==> config.mk <==
export PLATFORM = sky130hd
export DESIGN_NAME = lcd_display_top
export DESIGN_NICKNAME = d
export VERILOG_FILES = /design/src/lcd_pkg.sv /design/src/lcd_text_pkg.sv /design/src/lcd_text_rom.sv /design/src/lcd_instruction_unit.sv /design/src/lcd_write_unit.sv /design/src/lcd_controller.sv /design/src/lcd_display_top.sv
export SDC_FILE = /design/constraint.sdc
export NUM_CORES = 1
export LEC_CHECK = 0
export BUFFER_PORTS_ARGS = -buffer_cell sky130_fd_sc_hd__buf_2
export CORE_ASPECT_RATIO = 0.8
export CORE_MARGIN = 2
export CORE_UTILIZATION = 62
export CTS_CLUSTER_DIAMETER = 200
export DETAILED_ROUTE_END_ITERATION = 6
export PLACE_DENSITY = 0.8
export SYNTH_ARGS = -nofsm -noshare
export SYNTH_HDL_FRONTEND = slang
export SYNTH_SLANG_ARGS = --single-unit
==> constraint.sdc <==
create_clock -name i_clk -period 3.14 [get_ports i_clk]
set_input_delay 0.628 -clock i_clk [delete_from_list [all_inputs] [get_ports i_clk]]
set_output_delay 0.628 -clock i_clk [all_outputs]
set_load 0.01 [all_outputs]
==> src/lcd_pkg.sv <==
`default_nettype none

package lcd_pkg;

    typedef logic [7:0] lcd_byte_t;  // command or data byte on the bus
    typedef logic [6:0] lcd_addr_t;  // DDRAM address

    // command kinds, the first INIT_COUNT in init order
    typedef enum logic [2:0] {
        KIND_FUNCTION_SET = 3'd0,
        KIND_DISPLAY_ON   = 3'd1,
        KIND_CLEAR        = 3'd2,
        KIND_ENTRY_MODE   = 3'd3,
        KIND_HOME_ADDR    = 3'd4,
        KIND_SET_ADDR     = 3'd5
    } lcd_cmd_t;

    localparam int unsigned INIT_COUNT = 5;

    localparam lcd_byte_t CMD_FUNCTION_SET  = 8'h38;  // 8-bit bus, 2 lines, 5x8 font
    localparam lcd_byte_t CMD_DISPLAY_ON    = 8'h0c;  // no cursor, no blink
    localparam lcd_byte_t CMD_CLEAR         = 8'h01;
    localparam lcd_byte_t CMD_ENTRY_MODE    = 8'h06;  // increment, no shift
    localparam lcd_byte_t CMD_SET_ADDR_BASE = 8'h80;  // address goes in the low 7 bits

    localparam lcd_addr_t LINE0_ADDR = 7'd0;
    localparam lcd_addr_t LINE1_ADDR = 7'd64;

    typedef enum logic [2:0] {
        S_BEGIN,
        S_INIT,
        S_IDLE,
        S_SET_ADDRESS,
        S_WRITE
    } ctrl_state_t;

    // phases of one bus cycle, shared by both units
    typedef enum logic [1:0] {
        PH_IDLE,
        PH_SETUP,
        PH_EN,
        PH_WAIT
    } bus_phase_t;

endpackage

`default_nettype wire

==> src/lcd_text_pkg.sv <==
`default_nettype none

package lcd_text_pkg;

    typedef logic [7:0] char_t;        // CGROM code
    typedef logic [2:0] mode_t;
    typedef logic [4:0] screen_pos_t;  // 0..15 row one, 16..31 row two

    localparam char_t       CH_SPACE     = 8'h20;
    localparam int unsigned SCREEN_CHARS = 32;

    localparam mode_t MODE_INIT         = 3'd0;
    localparam mode_t MODE_STOP         = 3'd1;
    localparam mode_t MODE_PLAY_PAUSE   = 3'd2;
    localparam mode_t MODE_RECORD_PAUSE = 3'd3;
    localparam mode_t MODE_PLAYING      = 3'd4;
    localparam mode_t MODE_RECORDING    = 3'd5;

    // text sits from column MSG_COL to the end of row one
    localparam int unsigned MSG_COL = 3;
    localparam int unsigned MSG_LEN = 13;

    typedef logic [8*MSG_LEN-1:0] msg_t;  // first character in the top byte

    localparam msg_t MSG_INIT         = "Initializing ";
    localparam msg_t MSG_STOP         = "Stop         ";
    localparam msg_t MSG_PLAY_PAUSE   = "Play Pause   ";
    localparam msg_t MSG_RECORD_PAUSE = "Record Pause ";
    localparam msg_t MSG_PLAYING      = "Playing      ";
    localparam msg_t MSG_RECORDING    = "Recording    ";

endpackage

`default_nettype wire

==> src/lcd_text_rom.sv <==
`timescale 1ns/100ps
`default_nettype none

module lcd_text_rom (
    input  wire lcd_text_pkg::mode_t       i_mode,
    input  wire lcd_text_pkg::screen_pos_t i_pos,
    output lcd_text_pkg::char_t            o_char
);
    import lcd_text_pkg::*;

    msg_t        msg;
    int unsigned slot;  // byte slot in msg, counted from the low end

    always_comb begin
        case (i_mode)
            MODE_INIT:         msg = MSG_INIT;
            MODE_STOP:         msg = MSG_STOP;
            MODE_PLAY_PAUSE:   msg = MSG_PLAY_PAUSE;
            MODE_RECORD_PAUSE: msg = MSG_RECORD_PAUSE;
            MODE_PLAYING:      msg = MSG_PLAYING;
            default:           msg = MSG_RECORDING;  // 5..7
        endcase
    end

    always_comb begin
        slot   = MSG_COL + MSG_LEN - 1 - int'(i_pos);
        o_char = CH_SPACE;
        // row two and the left margin stay blank
        if (i_pos >= MSG_COL && i_pos < MSG_COL + MSG_LEN)
            o_char = msg[8*slot +: 8];
    end

endmodule

`default_nettype wire

==> src/lcd_instruction_unit.sv <==
`timescale 1ns/100ps
`default_nettype none

module lcd_instruction_unit #(
    parameter int unsigned SETUP_CYCLES      = 2,
    parameter int unsigned EN_HIGH_CYCLES    = 12,
    parameter int unsigned CMD_WAIT_CYCLES   = 2000,
    parameter int unsigned CLEAR_WAIT_CYCLES = 82000
) (
    input  wire                     i_clk,
    input  wire                     i_rst_n,
    input  wire                     i_req,
    input  wire lcd_pkg::lcd_cmd_t  i_cmd,
    input  wire lcd_pkg::lcd_addr_t i_addr,
    output lcd_pkg::lcd_byte_t      o_lcd_data,
    output logic                    o_lcd_en,
    output logic                    o_lcd_rs,
    output logic                    o_lcd_rw,
    output logic                    o_finish
);
    import lcd_pkg::*;

    localparam int unsigned MAX_A   = SETUP_CYCLES > EN_HIGH_CYCLES ?
                                      SETUP_CYCLES : EN_HIGH_CYCLES;
    localparam int unsigned MAX_B   = CMD_WAIT_CYCLES > CLEAR_WAIT_CYCLES ?
                                      CMD_WAIT_CYCLES : CLEAR_WAIT_CYCLES;
    localparam int unsigned MAX_CYC = MAX_A > MAX_B ? MAX_A : MAX_B;
    localparam int unsigned CNT_W   = $clog2(MAX_CYC + 1);

    bus_phase_t       phase_r;
    logic [CNT_W-1:0] cnt_r;
    logic [CNT_W-1:0] wait_last;
    logic             clear_r;
    logic             en_r;
    logic             finish_r;
    lcd_byte_t        data_r;

    function automatic lcd_byte_t encode(lcd_cmd_t cmd, lcd_addr_t addr);
        case (cmd)
            KIND_FUNCTION_SET: encode = CMD_FUNCTION_SET;
            KIND_DISPLAY_ON:   encode = CMD_DISPLAY_ON;
            KIND_CLEAR:        encode = CMD_CLEAR;
            KIND_ENTRY_MODE:   encode = CMD_ENTRY_MODE;
            KIND_HOME_ADDR:    encode = CMD_SET_ADDR_BASE | {1'b0, LINE0_ADDR};
            default:           encode = CMD_SET_ADDR_BASE | {1'b0, addr};
        endcase
    endfunction

    // clear needs the long settle
    assign wait_last = clear_r ? CNT_W'(CLEAR_WAIT_CYCLES - 1) : CNT_W'(CMD_WAIT_CYCLES - 1);

    always_ff @(posedge i_clk) begin
        if (i_req && phase_r == PH_IDLE)
            data_r <= encode(i_cmd, i_addr);
    end

    always_ff @(posedge i_clk or posedge i_rst_n) begin
        if (i_rst_n) begin
            phase_r  <= PH_IDLE;
            cnt_r    <= '0;
            clear_r  <= 1'b0;
            en_r     <= 1'b0;
            finish_r <= 1'b0;
        end else begin
            finish_r <= 1'b0;
            case (phase_r)
                PH_IDLE: if (i_req) begin
                    phase_r <= PH_SETUP;
                    cnt_r   <= '0;
                    clear_r <= (i_cmd == KIND_CLEAR);
                end
                PH_SETUP: if (cnt_r == CNT_W'(SETUP_CYCLES - 1)) begin
                    phase_r <= PH_EN;
                    cnt_r   <= '0;
                    en_r    <= 1'b1;
                end else begin
                    cnt_r <= cnt_r + 1'b1;
                end
                PH_EN: if (cnt_r == CNT_W'(EN_HIGH_CYCLES - 1)) begin
                    phase_r <= PH_WAIT;
                    cnt_r   <= '0;
                    en_r    <= 1'b0;  // panel latches here
                end else begin
                    cnt_r <= cnt_r + 1'b1;
                end
                PH_WAIT: if (cnt_r == wait_last) begin
                    phase_r  <= PH_IDLE;
                    finish_r <= 1'b1;
                end else begin
                    cnt_r <= cnt_r + 1'b1;
                end
                default: phase_r <= PH_IDLE;
            endcase
        end
    end

    assign o_lcd_data = data_r;
    assign o_lcd_en   = en_r;
    assign o_lcd_rs   = 1'b0;  // command register
    assign o_lcd_rw   = 1'b0;
    assign o_finish   = finish_r;

    a_en_width: assert property (@(posedge i_clk) disable iff (i_rst_n)
        $rose(o_lcd_en) |-> o_lcd_en [*EN_HIGH_CYCLES] ##1 !o_lcd_en)
        else $error("instruction EN pulse width wrong");

endmodule

`default_nettype wire

==> src/lcd_write_unit.sv <==
`timescale 1ns/100ps
`default_nettype none

module lcd_write_unit #(
    parameter int unsigned SETUP_CYCLES    = 2,
    parameter int unsigned EN_HIGH_CYCLES  = 12,
    parameter int unsigned CMD_WAIT_CYCLES = 2000
) (
    input  wire                      i_clk,
    input  wire                      i_rst_n,
    input  wire                      i_req,
    input  wire lcd_text_pkg::char_t i_char,
    output lcd_pkg::lcd_byte_t       o_lcd_data,
    output logic                     o_lcd_en,
    output logic                     o_lcd_rs,
    output logic                     o_lcd_rw,
    output logic                     o_finish
);
    import lcd_pkg::*;

    localparam int unsigned MAX_A   = SETUP_CYCLES > EN_HIGH_CYCLES ?
                                      SETUP_CYCLES : EN_HIGH_CYCLES;
    localparam int unsigned MAX_CYC = MAX_A > CMD_WAIT_CYCLES ? MAX_A : CMD_WAIT_CYCLES;
    localparam int unsigned CNT_W   = $clog2(MAX_CYC + 1);

    bus_phase_t       phase_r;
    logic [CNT_W-1:0] cnt_r;
    logic             rs_r;
    logic             en_r;
    logic             finish_r;
    lcd_byte_t        data_r;

    always_ff @(posedge i_clk) begin
        if (i_req && phase_r == PH_IDLE)
            data_r <= i_char;
    end

    always_ff @(posedge i_clk or posedge i_rst_n) begin
        if (i_rst_n) begin
            phase_r  <= PH_IDLE;
            cnt_r    <= '0;
            rs_r     <= 1'b0;
            en_r     <= 1'b0;
            finish_r <= 1'b0;
        end else begin
            finish_r <= 1'b0;
            case (phase_r)
                PH_IDLE: if (i_req) begin
                    phase_r <= PH_SETUP;
                    cnt_r   <= '0;
                    rs_r    <= 1'b1;  // data register from now on
                end
                PH_SETUP: if (cnt_r == CNT_W'(SETUP_CYCLES - 1)) begin
                    phase_r <= PH_EN;
                    cnt_r   <= '0;
                    en_r    <= 1'b1;
                end else begin
                    cnt_r <= cnt_r + 1'b1;
                end
                PH_EN: if (cnt_r == CNT_W'(EN_HIGH_CYCLES - 1)) begin
                    phase_r <= PH_WAIT;
                    cnt_r   <= '0;
                    en_r    <= 1'b0;
                end else begin
                    cnt_r <= cnt_r + 1'b1;
                end
                PH_WAIT: if (cnt_r == CNT_W'(CMD_WAIT_CYCLES - 1)) begin
                    phase_r  <= PH_IDLE;
                    finish_r <= 1'b1;
                end else begin
                    cnt_r <= cnt_r + 1'b1;
                end
                default: phase_r <= PH_IDLE;
            endcase
        end
    end

    assign o_lcd_data = data_r;
    assign o_lcd_en   = en_r;
    assign o_lcd_rs   = rs_r;
    assign o_lcd_rw   = 1'b0;
    assign o_finish   = finish_r;

endmodule

`default_nettype wire

==> src/lcd_controller.sv <==
`timescale 1ns/100ps
`default_nettype none

module lcd_controller #(
    parameter int unsigned EN_HIGH_CYCLES    = 12,
    parameter int unsigned SETUP_CYCLES      = 2,
    parameter int unsigned CMD_WAIT_CYCLES   = 2000,
    parameter int unsigned CLEAR_WAIT_CYCLES = 82000
) (
    input  wire                       i_clk,
    input  wire                       i_rst_n,
    input  wire                       i_start,
    input  wire lcd_text_pkg::mode_t  i_mode,
    input  wire lcd_text_pkg::char_t  i_char,
    output lcd_text_pkg::mode_t       o_mode,
    output lcd_text_pkg::screen_pos_t o_pos,
    output lcd_pkg::lcd_byte_t        o_lcd_data,
    output logic                      o_lcd_en,
    output logic                      o_lcd_rs,
    output logic                      o_lcd_rw,
    output logic                      o_init_done,
    output logic                      o_render_done
);
    import lcd_pkg::*;
    import lcd_text_pkg::*;

    localparam screen_pos_t LAST_POS = screen_pos_t'(SCREEN_CHARS - 1);
    localparam screen_pos_t ROW_END  = screen_pos_t'(SCREEN_CHARS / 2 - 1);

    ctrl_state_t state_r;
    logic [2:0]  index_r;  // init command index
    lcd_cmd_t    cmd_r;
    lcd_addr_t   addr_r;
    logic        inst_req_r;
    logic        write_req_r;
    screen_pos_t pos_r;
    mode_t       mode_r;
    logic        start_d;
    logic        init_done_r;
    logic        render_done_r;
    logic        start_edge;
    logic        sel_inst;

    lcd_byte_t   inst_data;
    logic        inst_en, inst_rs, inst_rw, inst_finish;
    lcd_byte_t   wr_data;
    logic        wr_en, wr_rs, wr_rw, wr_finish;

    lcd_instruction_unit #(
        .SETUP_CYCLES      (SETUP_CYCLES),
        .EN_HIGH_CYCLES    (EN_HIGH_CYCLES),
        .CMD_WAIT_CYCLES   (CMD_WAIT_CYCLES),
        .CLEAR_WAIT_CYCLES (CLEAR_WAIT_CYCLES)
    ) u_inst (
        .i_clk      (i_clk),
        .i_rst_n    (i_rst_n),
        .i_req      (inst_req_r),
        .i_cmd      (cmd_r),
        .i_addr     (addr_r),
        .o_lcd_data (inst_data),
        .o_lcd_en   (inst_en),
        .o_lcd_rs   (inst_rs),
        .o_lcd_rw   (inst_rw),
        .o_finish   (inst_finish)
    );

    lcd_write_unit #(
        .SETUP_CYCLES    (SETUP_CYCLES),
        .EN_HIGH_CYCLES  (EN_HIGH_CYCLES),
        .CMD_WAIT_CYCLES (CMD_WAIT_CYCLES)
    ) u_write (
        .i_clk      (i_clk),
        .i_rst_n    (i_rst_n),
        .i_req      (write_req_r),
        .i_char     (i_char),
        .o_lcd_data (wr_data),
        .o_lcd_en   (wr_en),
        .o_lcd_rs   (wr_rs),
        .o_lcd_rw   (wr_rw),
        .o_finish   (wr_finish)
    );

    assign start_edge = i_start && !start_d;
    assign sel_inst   = (state_r == S_INIT) || (state_r == S_SET_ADDRESS);

    always_ff @(posedge i_clk or posedge i_rst_n) begin
        if (i_rst_n) begin
            state_r       <= S_BEGIN;
            index_r       <= '0;
            cmd_r         <= KIND_FUNCTION_SET;
            addr_r        <= LINE0_ADDR;
            inst_req_r    <= 1'b0;
            write_req_r   <= 1'b0;
            pos_r         <= '0;
            mode_r        <= MODE_INIT;
            start_d       <= 1'b0;
            init_done_r   <= 1'b0;
            render_done_r <= 1'b0;
        end else begin
            inst_req_r  <= 1'b0;
            write_req_r <= 1'b0;
            start_d     <= i_start;
            case (state_r)
                S_BEGIN: begin
                    cmd_r      <= KIND_FUNCTION_SET;
                    index_r    <= '0;
                    inst_req_r <= 1'b1;
                    state_r    <= S_INIT;
                end
                S_INIT: if (inst_finish) begin
                    if (index_r == 3'(INIT_COUNT - 1)) begin
                        state_r     <= S_IDLE;
                        init_done_r <= 1'b1;
                    end else begin
                        index_r    <= index_r + 3'd1;
                        cmd_r      <= lcd_cmd_t'(index_r + 3'd1);  // kinds follow init order
                        inst_req_r <= 1'b1;
                    end
                end
                S_IDLE: if (start_edge) begin
                    mode_r        <= i_mode;  // held for the whole render
                    pos_r         <= '0;
                    cmd_r         <= KIND_SET_ADDR;
                    addr_r        <= LINE0_ADDR;
                    inst_req_r    <= 1'b1;
                    render_done_r <= 1'b0;
                    state_r       <= S_SET_ADDRESS;
                end
                S_SET_ADDRESS: if (inst_finish) begin
                    write_req_r <= 1'b1;
                    state_r     <= S_WRITE;
                end
                S_WRITE: if (wr_finish) begin
                    if (pos_r == LAST_POS) begin
                        render_done_r <= 1'b1;
                        state_r       <= S_IDLE;
                    end else begin
                        pos_r <= pos_r + 1'b1;
                        if (pos_r == ROW_END) begin  // jump to row two
                            cmd_r      <= KIND_SET_ADDR;
                            addr_r     <= LINE1_ADDR;
                            inst_req_r <= 1'b1;
                            state_r    <= S_SET_ADDRESS;
                        end else begin
                            write_req_r <= 1'b1;
                        end
                    end
                end
                default: state_r <= S_BEGIN;
            endcase
        end
    end

    // pins follow whichever unit the state owns
    assign o_lcd_data    = sel_inst ? inst_data : wr_data;
    assign o_lcd_en      = sel_inst ? inst_en : wr_en;
    assign o_lcd_rs      = sel_inst ? inst_rs : wr_rs;
    assign o_lcd_rw      = sel_inst ? inst_rw : wr_rw;
    assign o_mode        = mode_r;
    assign o_pos         = pos_r;
    assign o_init_done   = init_done_r;
    assign o_render_done = render_done_r;

    // no request to either unit until the running one finishes
    a_inst_excl: assert property (@(posedge i_clk) disable iff (i_rst_n)
        inst_req_r |=> (!inst_req_r && !write_req_r) throughout inst_finish [->1])
        else $error("request while instruction unit busy");
    a_write_excl: assert property (@(posedge i_clk) disable iff (i_rst_n)
        write_req_r |=> (!inst_req_r && !write_req_r) throughout wr_finish [->1])
        else $error("request while write unit busy");

endmodule

`default_nettype wire

==> src/lcd_display_top.sv <==
`timescale 1ns/100ps
`default_nettype none

module lcd_display_top #(
    parameter int unsigned EN_HIGH_CYCLES    = 12,
    parameter int unsigned SETUP_CYCLES      = 2,
    parameter int unsigned CMD_WAIT_CYCLES   = 2000,   // about 40 us at 50 MHz
    parameter int unsigned CLEAR_WAIT_CYCLES = 82000   // about 1.64 ms
) (
    input  wire                      i_clk,
    input  wire                      i_rst_n,
    input  wire                      i_start,
    input  wire lcd_text_pkg::mode_t i_mode,
    output lcd_pkg::lcd_byte_t       o_lcd_data,
    output logic                     o_lcd_en,
    output logic                     o_lcd_rs,
    output logic                     o_lcd_rw,
    output logic                     o_init_done,
    output logic                     o_render_done
);
    import lcd_text_pkg::*;

    mode_t       mode;
    screen_pos_t pos;
    char_t       char_code;

    lcd_controller #(
        .EN_HIGH_CYCLES    (EN_HIGH_CYCLES),
        .SETUP_CYCLES      (SETUP_CYCLES),
        .CMD_WAIT_CYCLES   (CMD_WAIT_CYCLES),
        .CLEAR_WAIT_CYCLES (CLEAR_WAIT_CYCLES)
    ) u_ctrl (
        .i_clk         (i_clk),
        .i_rst_n       (i_rst_n),
        .i_start       (i_start),
        .i_mode        (i_mode),
        .i_char        (char_code),
        .o_mode        (mode),
        .o_pos         (pos),
        .o_lcd_data    (o_lcd_data),
        .o_lcd_en      (o_lcd_en),
        .o_lcd_rs      (o_lcd_rs),
        .o_lcd_rw      (o_lcd_rw),
        .o_init_done   (o_init_done),
        .o_render_done (o_render_done)
    );

    lcd_text_rom u_rom (
        .i_mode (mode),
        .i_pos  (pos),
        .o_char (char_code)
    );

endmodule

`default_nettype wire

==> impl_metrics.py <==
metrics = {
    "logic_synthesis": {
        "synthTopCellsByArea": "dfrtp_1 32%, edfxtp_1 8.9%, nand2_1 5.7%",
        "ys_seq_area_frac": 0.410,
        "synth_warnings": 0,
        "synth_cell_types": 70,
        "synth_edf_count": 14,
        "yosysTopAreaCell": "dfrtp_1",
        "synth_fp_nets": 555,
        "synth_area_sq_um": 4750,
        "postSynthAreaPerCell_sq_um": 8.94,
        "synth_seq_cells": 75,
        "synthArstFlopShare": 0.813,
        "synth_top_area_share": 0.322,
        "synth_cells": 531,
        "synthFlopType": "dfrtp_1",
    },
    "setup_path": {
        "critPathMaxFanout": 14,
        "r2r_cells": 5,
        "worstPathRequired_ns": 3.39,
        "reg2reg_to": "u_ctrl.u_inst.cnt_r[15]",
        "cp_data_arrival_time_ns": 2.78,
        "reg2reg_from": "u_ctrl.u_inst.cnt_r[4]",
        "cp-startpoint": "u_ctrl.u_inst.cnt_r[4]",
        "r2r_setup_slack_ns": 0.61,
        "start_kind": "flip-flop",
        "path_class": "flip-flop to flip-flop",
        "endpoint": "u_ctrl.u_inst.cnt_r[15]",
        "crit_path_end_kind": "flip-flop",
    },
    "die": {
        "die_h_um": 82.3,
        "die_width_um": 102,
        "pin_count": 19,
        "die-area_sq_um": 8370,
        "start_util": 0.642,
        "rows": 28,
        "core_area_sq_um": 7390,
    },
    "cts": {
        "ctsHoldBuffers": 0,
        "htreeDepth": 3,
        "post-cts-setup-buffer-count": 0,
        "cts_root_buf": "clkbuf_8",
        "cts_inserted_buffers": 9,
        "cts_resized": 0,
        "clock_path_buffers": 2,
        "cts_tree": "done",
        "insertion_delay_ns": 0.36,
        "clk_transition_reported_paths_ns": 0.09,
        "cts_sinks": 75,
    },
    "sta": {
        "layout_min_cycle_time_ns": 2.53,
        "setup_violations": 0,
        "tightest_slew_ns": 0.775,
        "relSlewSlack": 0.484,
        "final.setup_skew_ns": 0.00962,
        "finalMaxSlewViolations": 0,
        "max_freq_mhz": 396,
        "hold_viol_final": 0,
        "rsz0062_at_grt": "false",
        "tns_ns": 0,
        "timing.final.crit_share": 0.805,
    },
    "layout": {
        "num_antenna_cells": 0,
        "multi_input_area_sq_um": 2590,
        "fill_cells": 605,
        "syn_to_final_growth_pct": 6.91,
        "final_common_cell": "nand2_1",
        "drive_gt1_frac": 0.115,
        "nets": 560,
        "final_cell_mix": "72 x nand2_1, 61 x dfrtp_1, 32 x o21ai_0, 31 x nor2_1, 24 x a21oi_1",
        "final-seq-area_sq_um": 1950,
        "fin_cells": 646,
    },
    "global_route": {
        "antenna_found_initial": 0,
        "grt_max_degree": 32,
        "track_usage": 0.258,
        "grt_pass1_vias": 3501,
        "overflow": 0,
        "grt_pass1_wl_mm": 16.9,
    },
    "drt": {
        "first_iter_violations": 193,
        "wl_per_cell_um": 16.0,
        "detail_route.vias_per_cell": 6.17,
        "final_antenna_net_count": 0,
        "wl_mm": 10.3,
        "dr.pass1.iters": 5,
        "route.detailed.drc": 0,
        "vias": 3986,
    },
    "placed_design": {
        "dp_cells": 630,
        "io_buffers": 17,
        "hpwl_mm": 7.23,
        "place.gp.congestion": 0.973,
    },
    "power": {
        "p_leak_uw": 0.00215,
        "irDropWorstVdd_mv": 0.247,
        "cellPowerDensity_nw_per_um2": 342,
    },
    "run": {
        "cap_violations": 0,
    },
    "status": {
        "status": "completed",
    },
    "worst_hold_path": {
        "hold_class": "input port to async pin",
    },
}
logic make-up after synthesis:
| kind of cell | count (synthesis) | share of synthesized area |
|---|---|---|
| adder cells (fa/ha/maj) | 19 | 0.0496 |
| buffers and inverters | 50 | 0.0443 |
| XOR/XNOR | 16 | 0.0295 |
| flip-flops | 75 | 0.410 |
| multiplexers | 9 | 0.0206 |
| other | 1 | 0.000790 |
| AO/OA/AOI/OAI | 134 | 0.196 |
| AND/OR/NAND/NOR | 227 | 0.249 |
Yosys cell counts, types with 7 or more instances:
master and number:
nand3_1 23, and2_1 8, xor2_1 8, a21oi_1 24, nor2b_1 13, xnor2_1 8, a22o_1 9, nand2_1 72
clkbuf_1 24, edfxtp_1 14, nand2b_1 12, nor4_1 11, nor3_1 12, inv_1 20, a21o_1 7, nor2_1 31
dfrtp_1 61, ha_1 18, o21ai_0 32
stage by stage:
step	power, uW	utilization	hold slack, ns	cell area [sq um]	setup slack (ns)
6_report	1740	0.686	0.357	5070	0.613
5_1_grt	1790	0.686	0.402	5070	0.521
4_1_cts	1750	0.686	0.378	5070	0.617
3_5_place_dp	1030	0.660	0.454	4880	0.639
3_3_place_gp	1030	0.660	0.452	4880	0.683
2_1_floorplan	1020	-	0.431	4750	0.908
where the power goes:
part	internal (uW)	leakage, uW	switching (uW)
sequential	987	0.000897	0.138
clock	307	0.0000951	420
combinational	4.27	0.00115	17.6
total	1300	0.00215	437
critical path, stage by stage, from the launching register on:
cell and delay (ns):
dfrtp_1 0.48, or4_4 0.57, or4_4 0.57, o21ai_4 0.37, nor4_1 0.11, a311o_1 0.32
worst min-delay path by stage:
stage / start / endpoint / slack [ns] / depth (start not counted)
floorplan: u_ctrl.u_write.o_lcd_rs / u_ctrl.u_write.o_lcd_rs / 0.43 / 1
global placement: u_ctrl.o_init_done / u_ctrl.o_init_done / 0.45 / 2
detailed placement: u_ctrl.o_init_done / u_ctrl.o_init_done / 0.45 / 2
CTS: i_rst_n / u_ctrl.u_inst.cnt_r[3] / 0.38 / 2
global route: i_start / u_ctrl.start_d / 0.40 / 1
finish: i_rst_n / u_ctrl.u_inst.cnt_r[11] / 0.36 / 2
layer usage:
| layer | wire length, um | vias to the layer above | global-route usage | part of all wire |
|---|---|---|---|---|
| met2 | 4630 | 94 | 0.390 | 0.45 |
| li1 | - | 1941 | - | - |
| met4 | 104 | 0 | 0.0680 | 0.010 |
| met1 | 5110 | 1939 | 0.382 | 0.50 |
| met3 | 465 | 12 | 0.0505 | 0.045 |
| met5 | 0 | - | 0 | 0 |
layout make-up:
class | count | share of cell area
Inverter | 20 | 0.0148
Sequential cell | 75 | 0.384
Multi-Input combinational cell | 406 | 0.510
Clock inverter | 7 | 0.0138
Tap cell | 105 | 0.0259
Clock buffer | 9 | 0.0244
Timing Repair Buffer | 24 | 0.0271
flip-flops by register name (all words and copies together), names as in the netlist, 2 cells and up:
name and flops:
u_ctrl.u_inst.cnt_r 17, u_ctrl.u_write.cnt_r 11, u_ctrl.u_inst.o_lcd_data 7, u_ctrl.u_write.o_lcd_data 7, u_ctrl.o_pos 5, u_ctrl.cmd_r 3
u_ctrl.index_r 3, u_ctrl.o_mode 3, u_ctrl.state_r 3, u_ctrl.u_inst.phase_r 2, u_ctrl.u_write.phase_r 2
No activity file was read; power rests on OpenSTA's default activity.
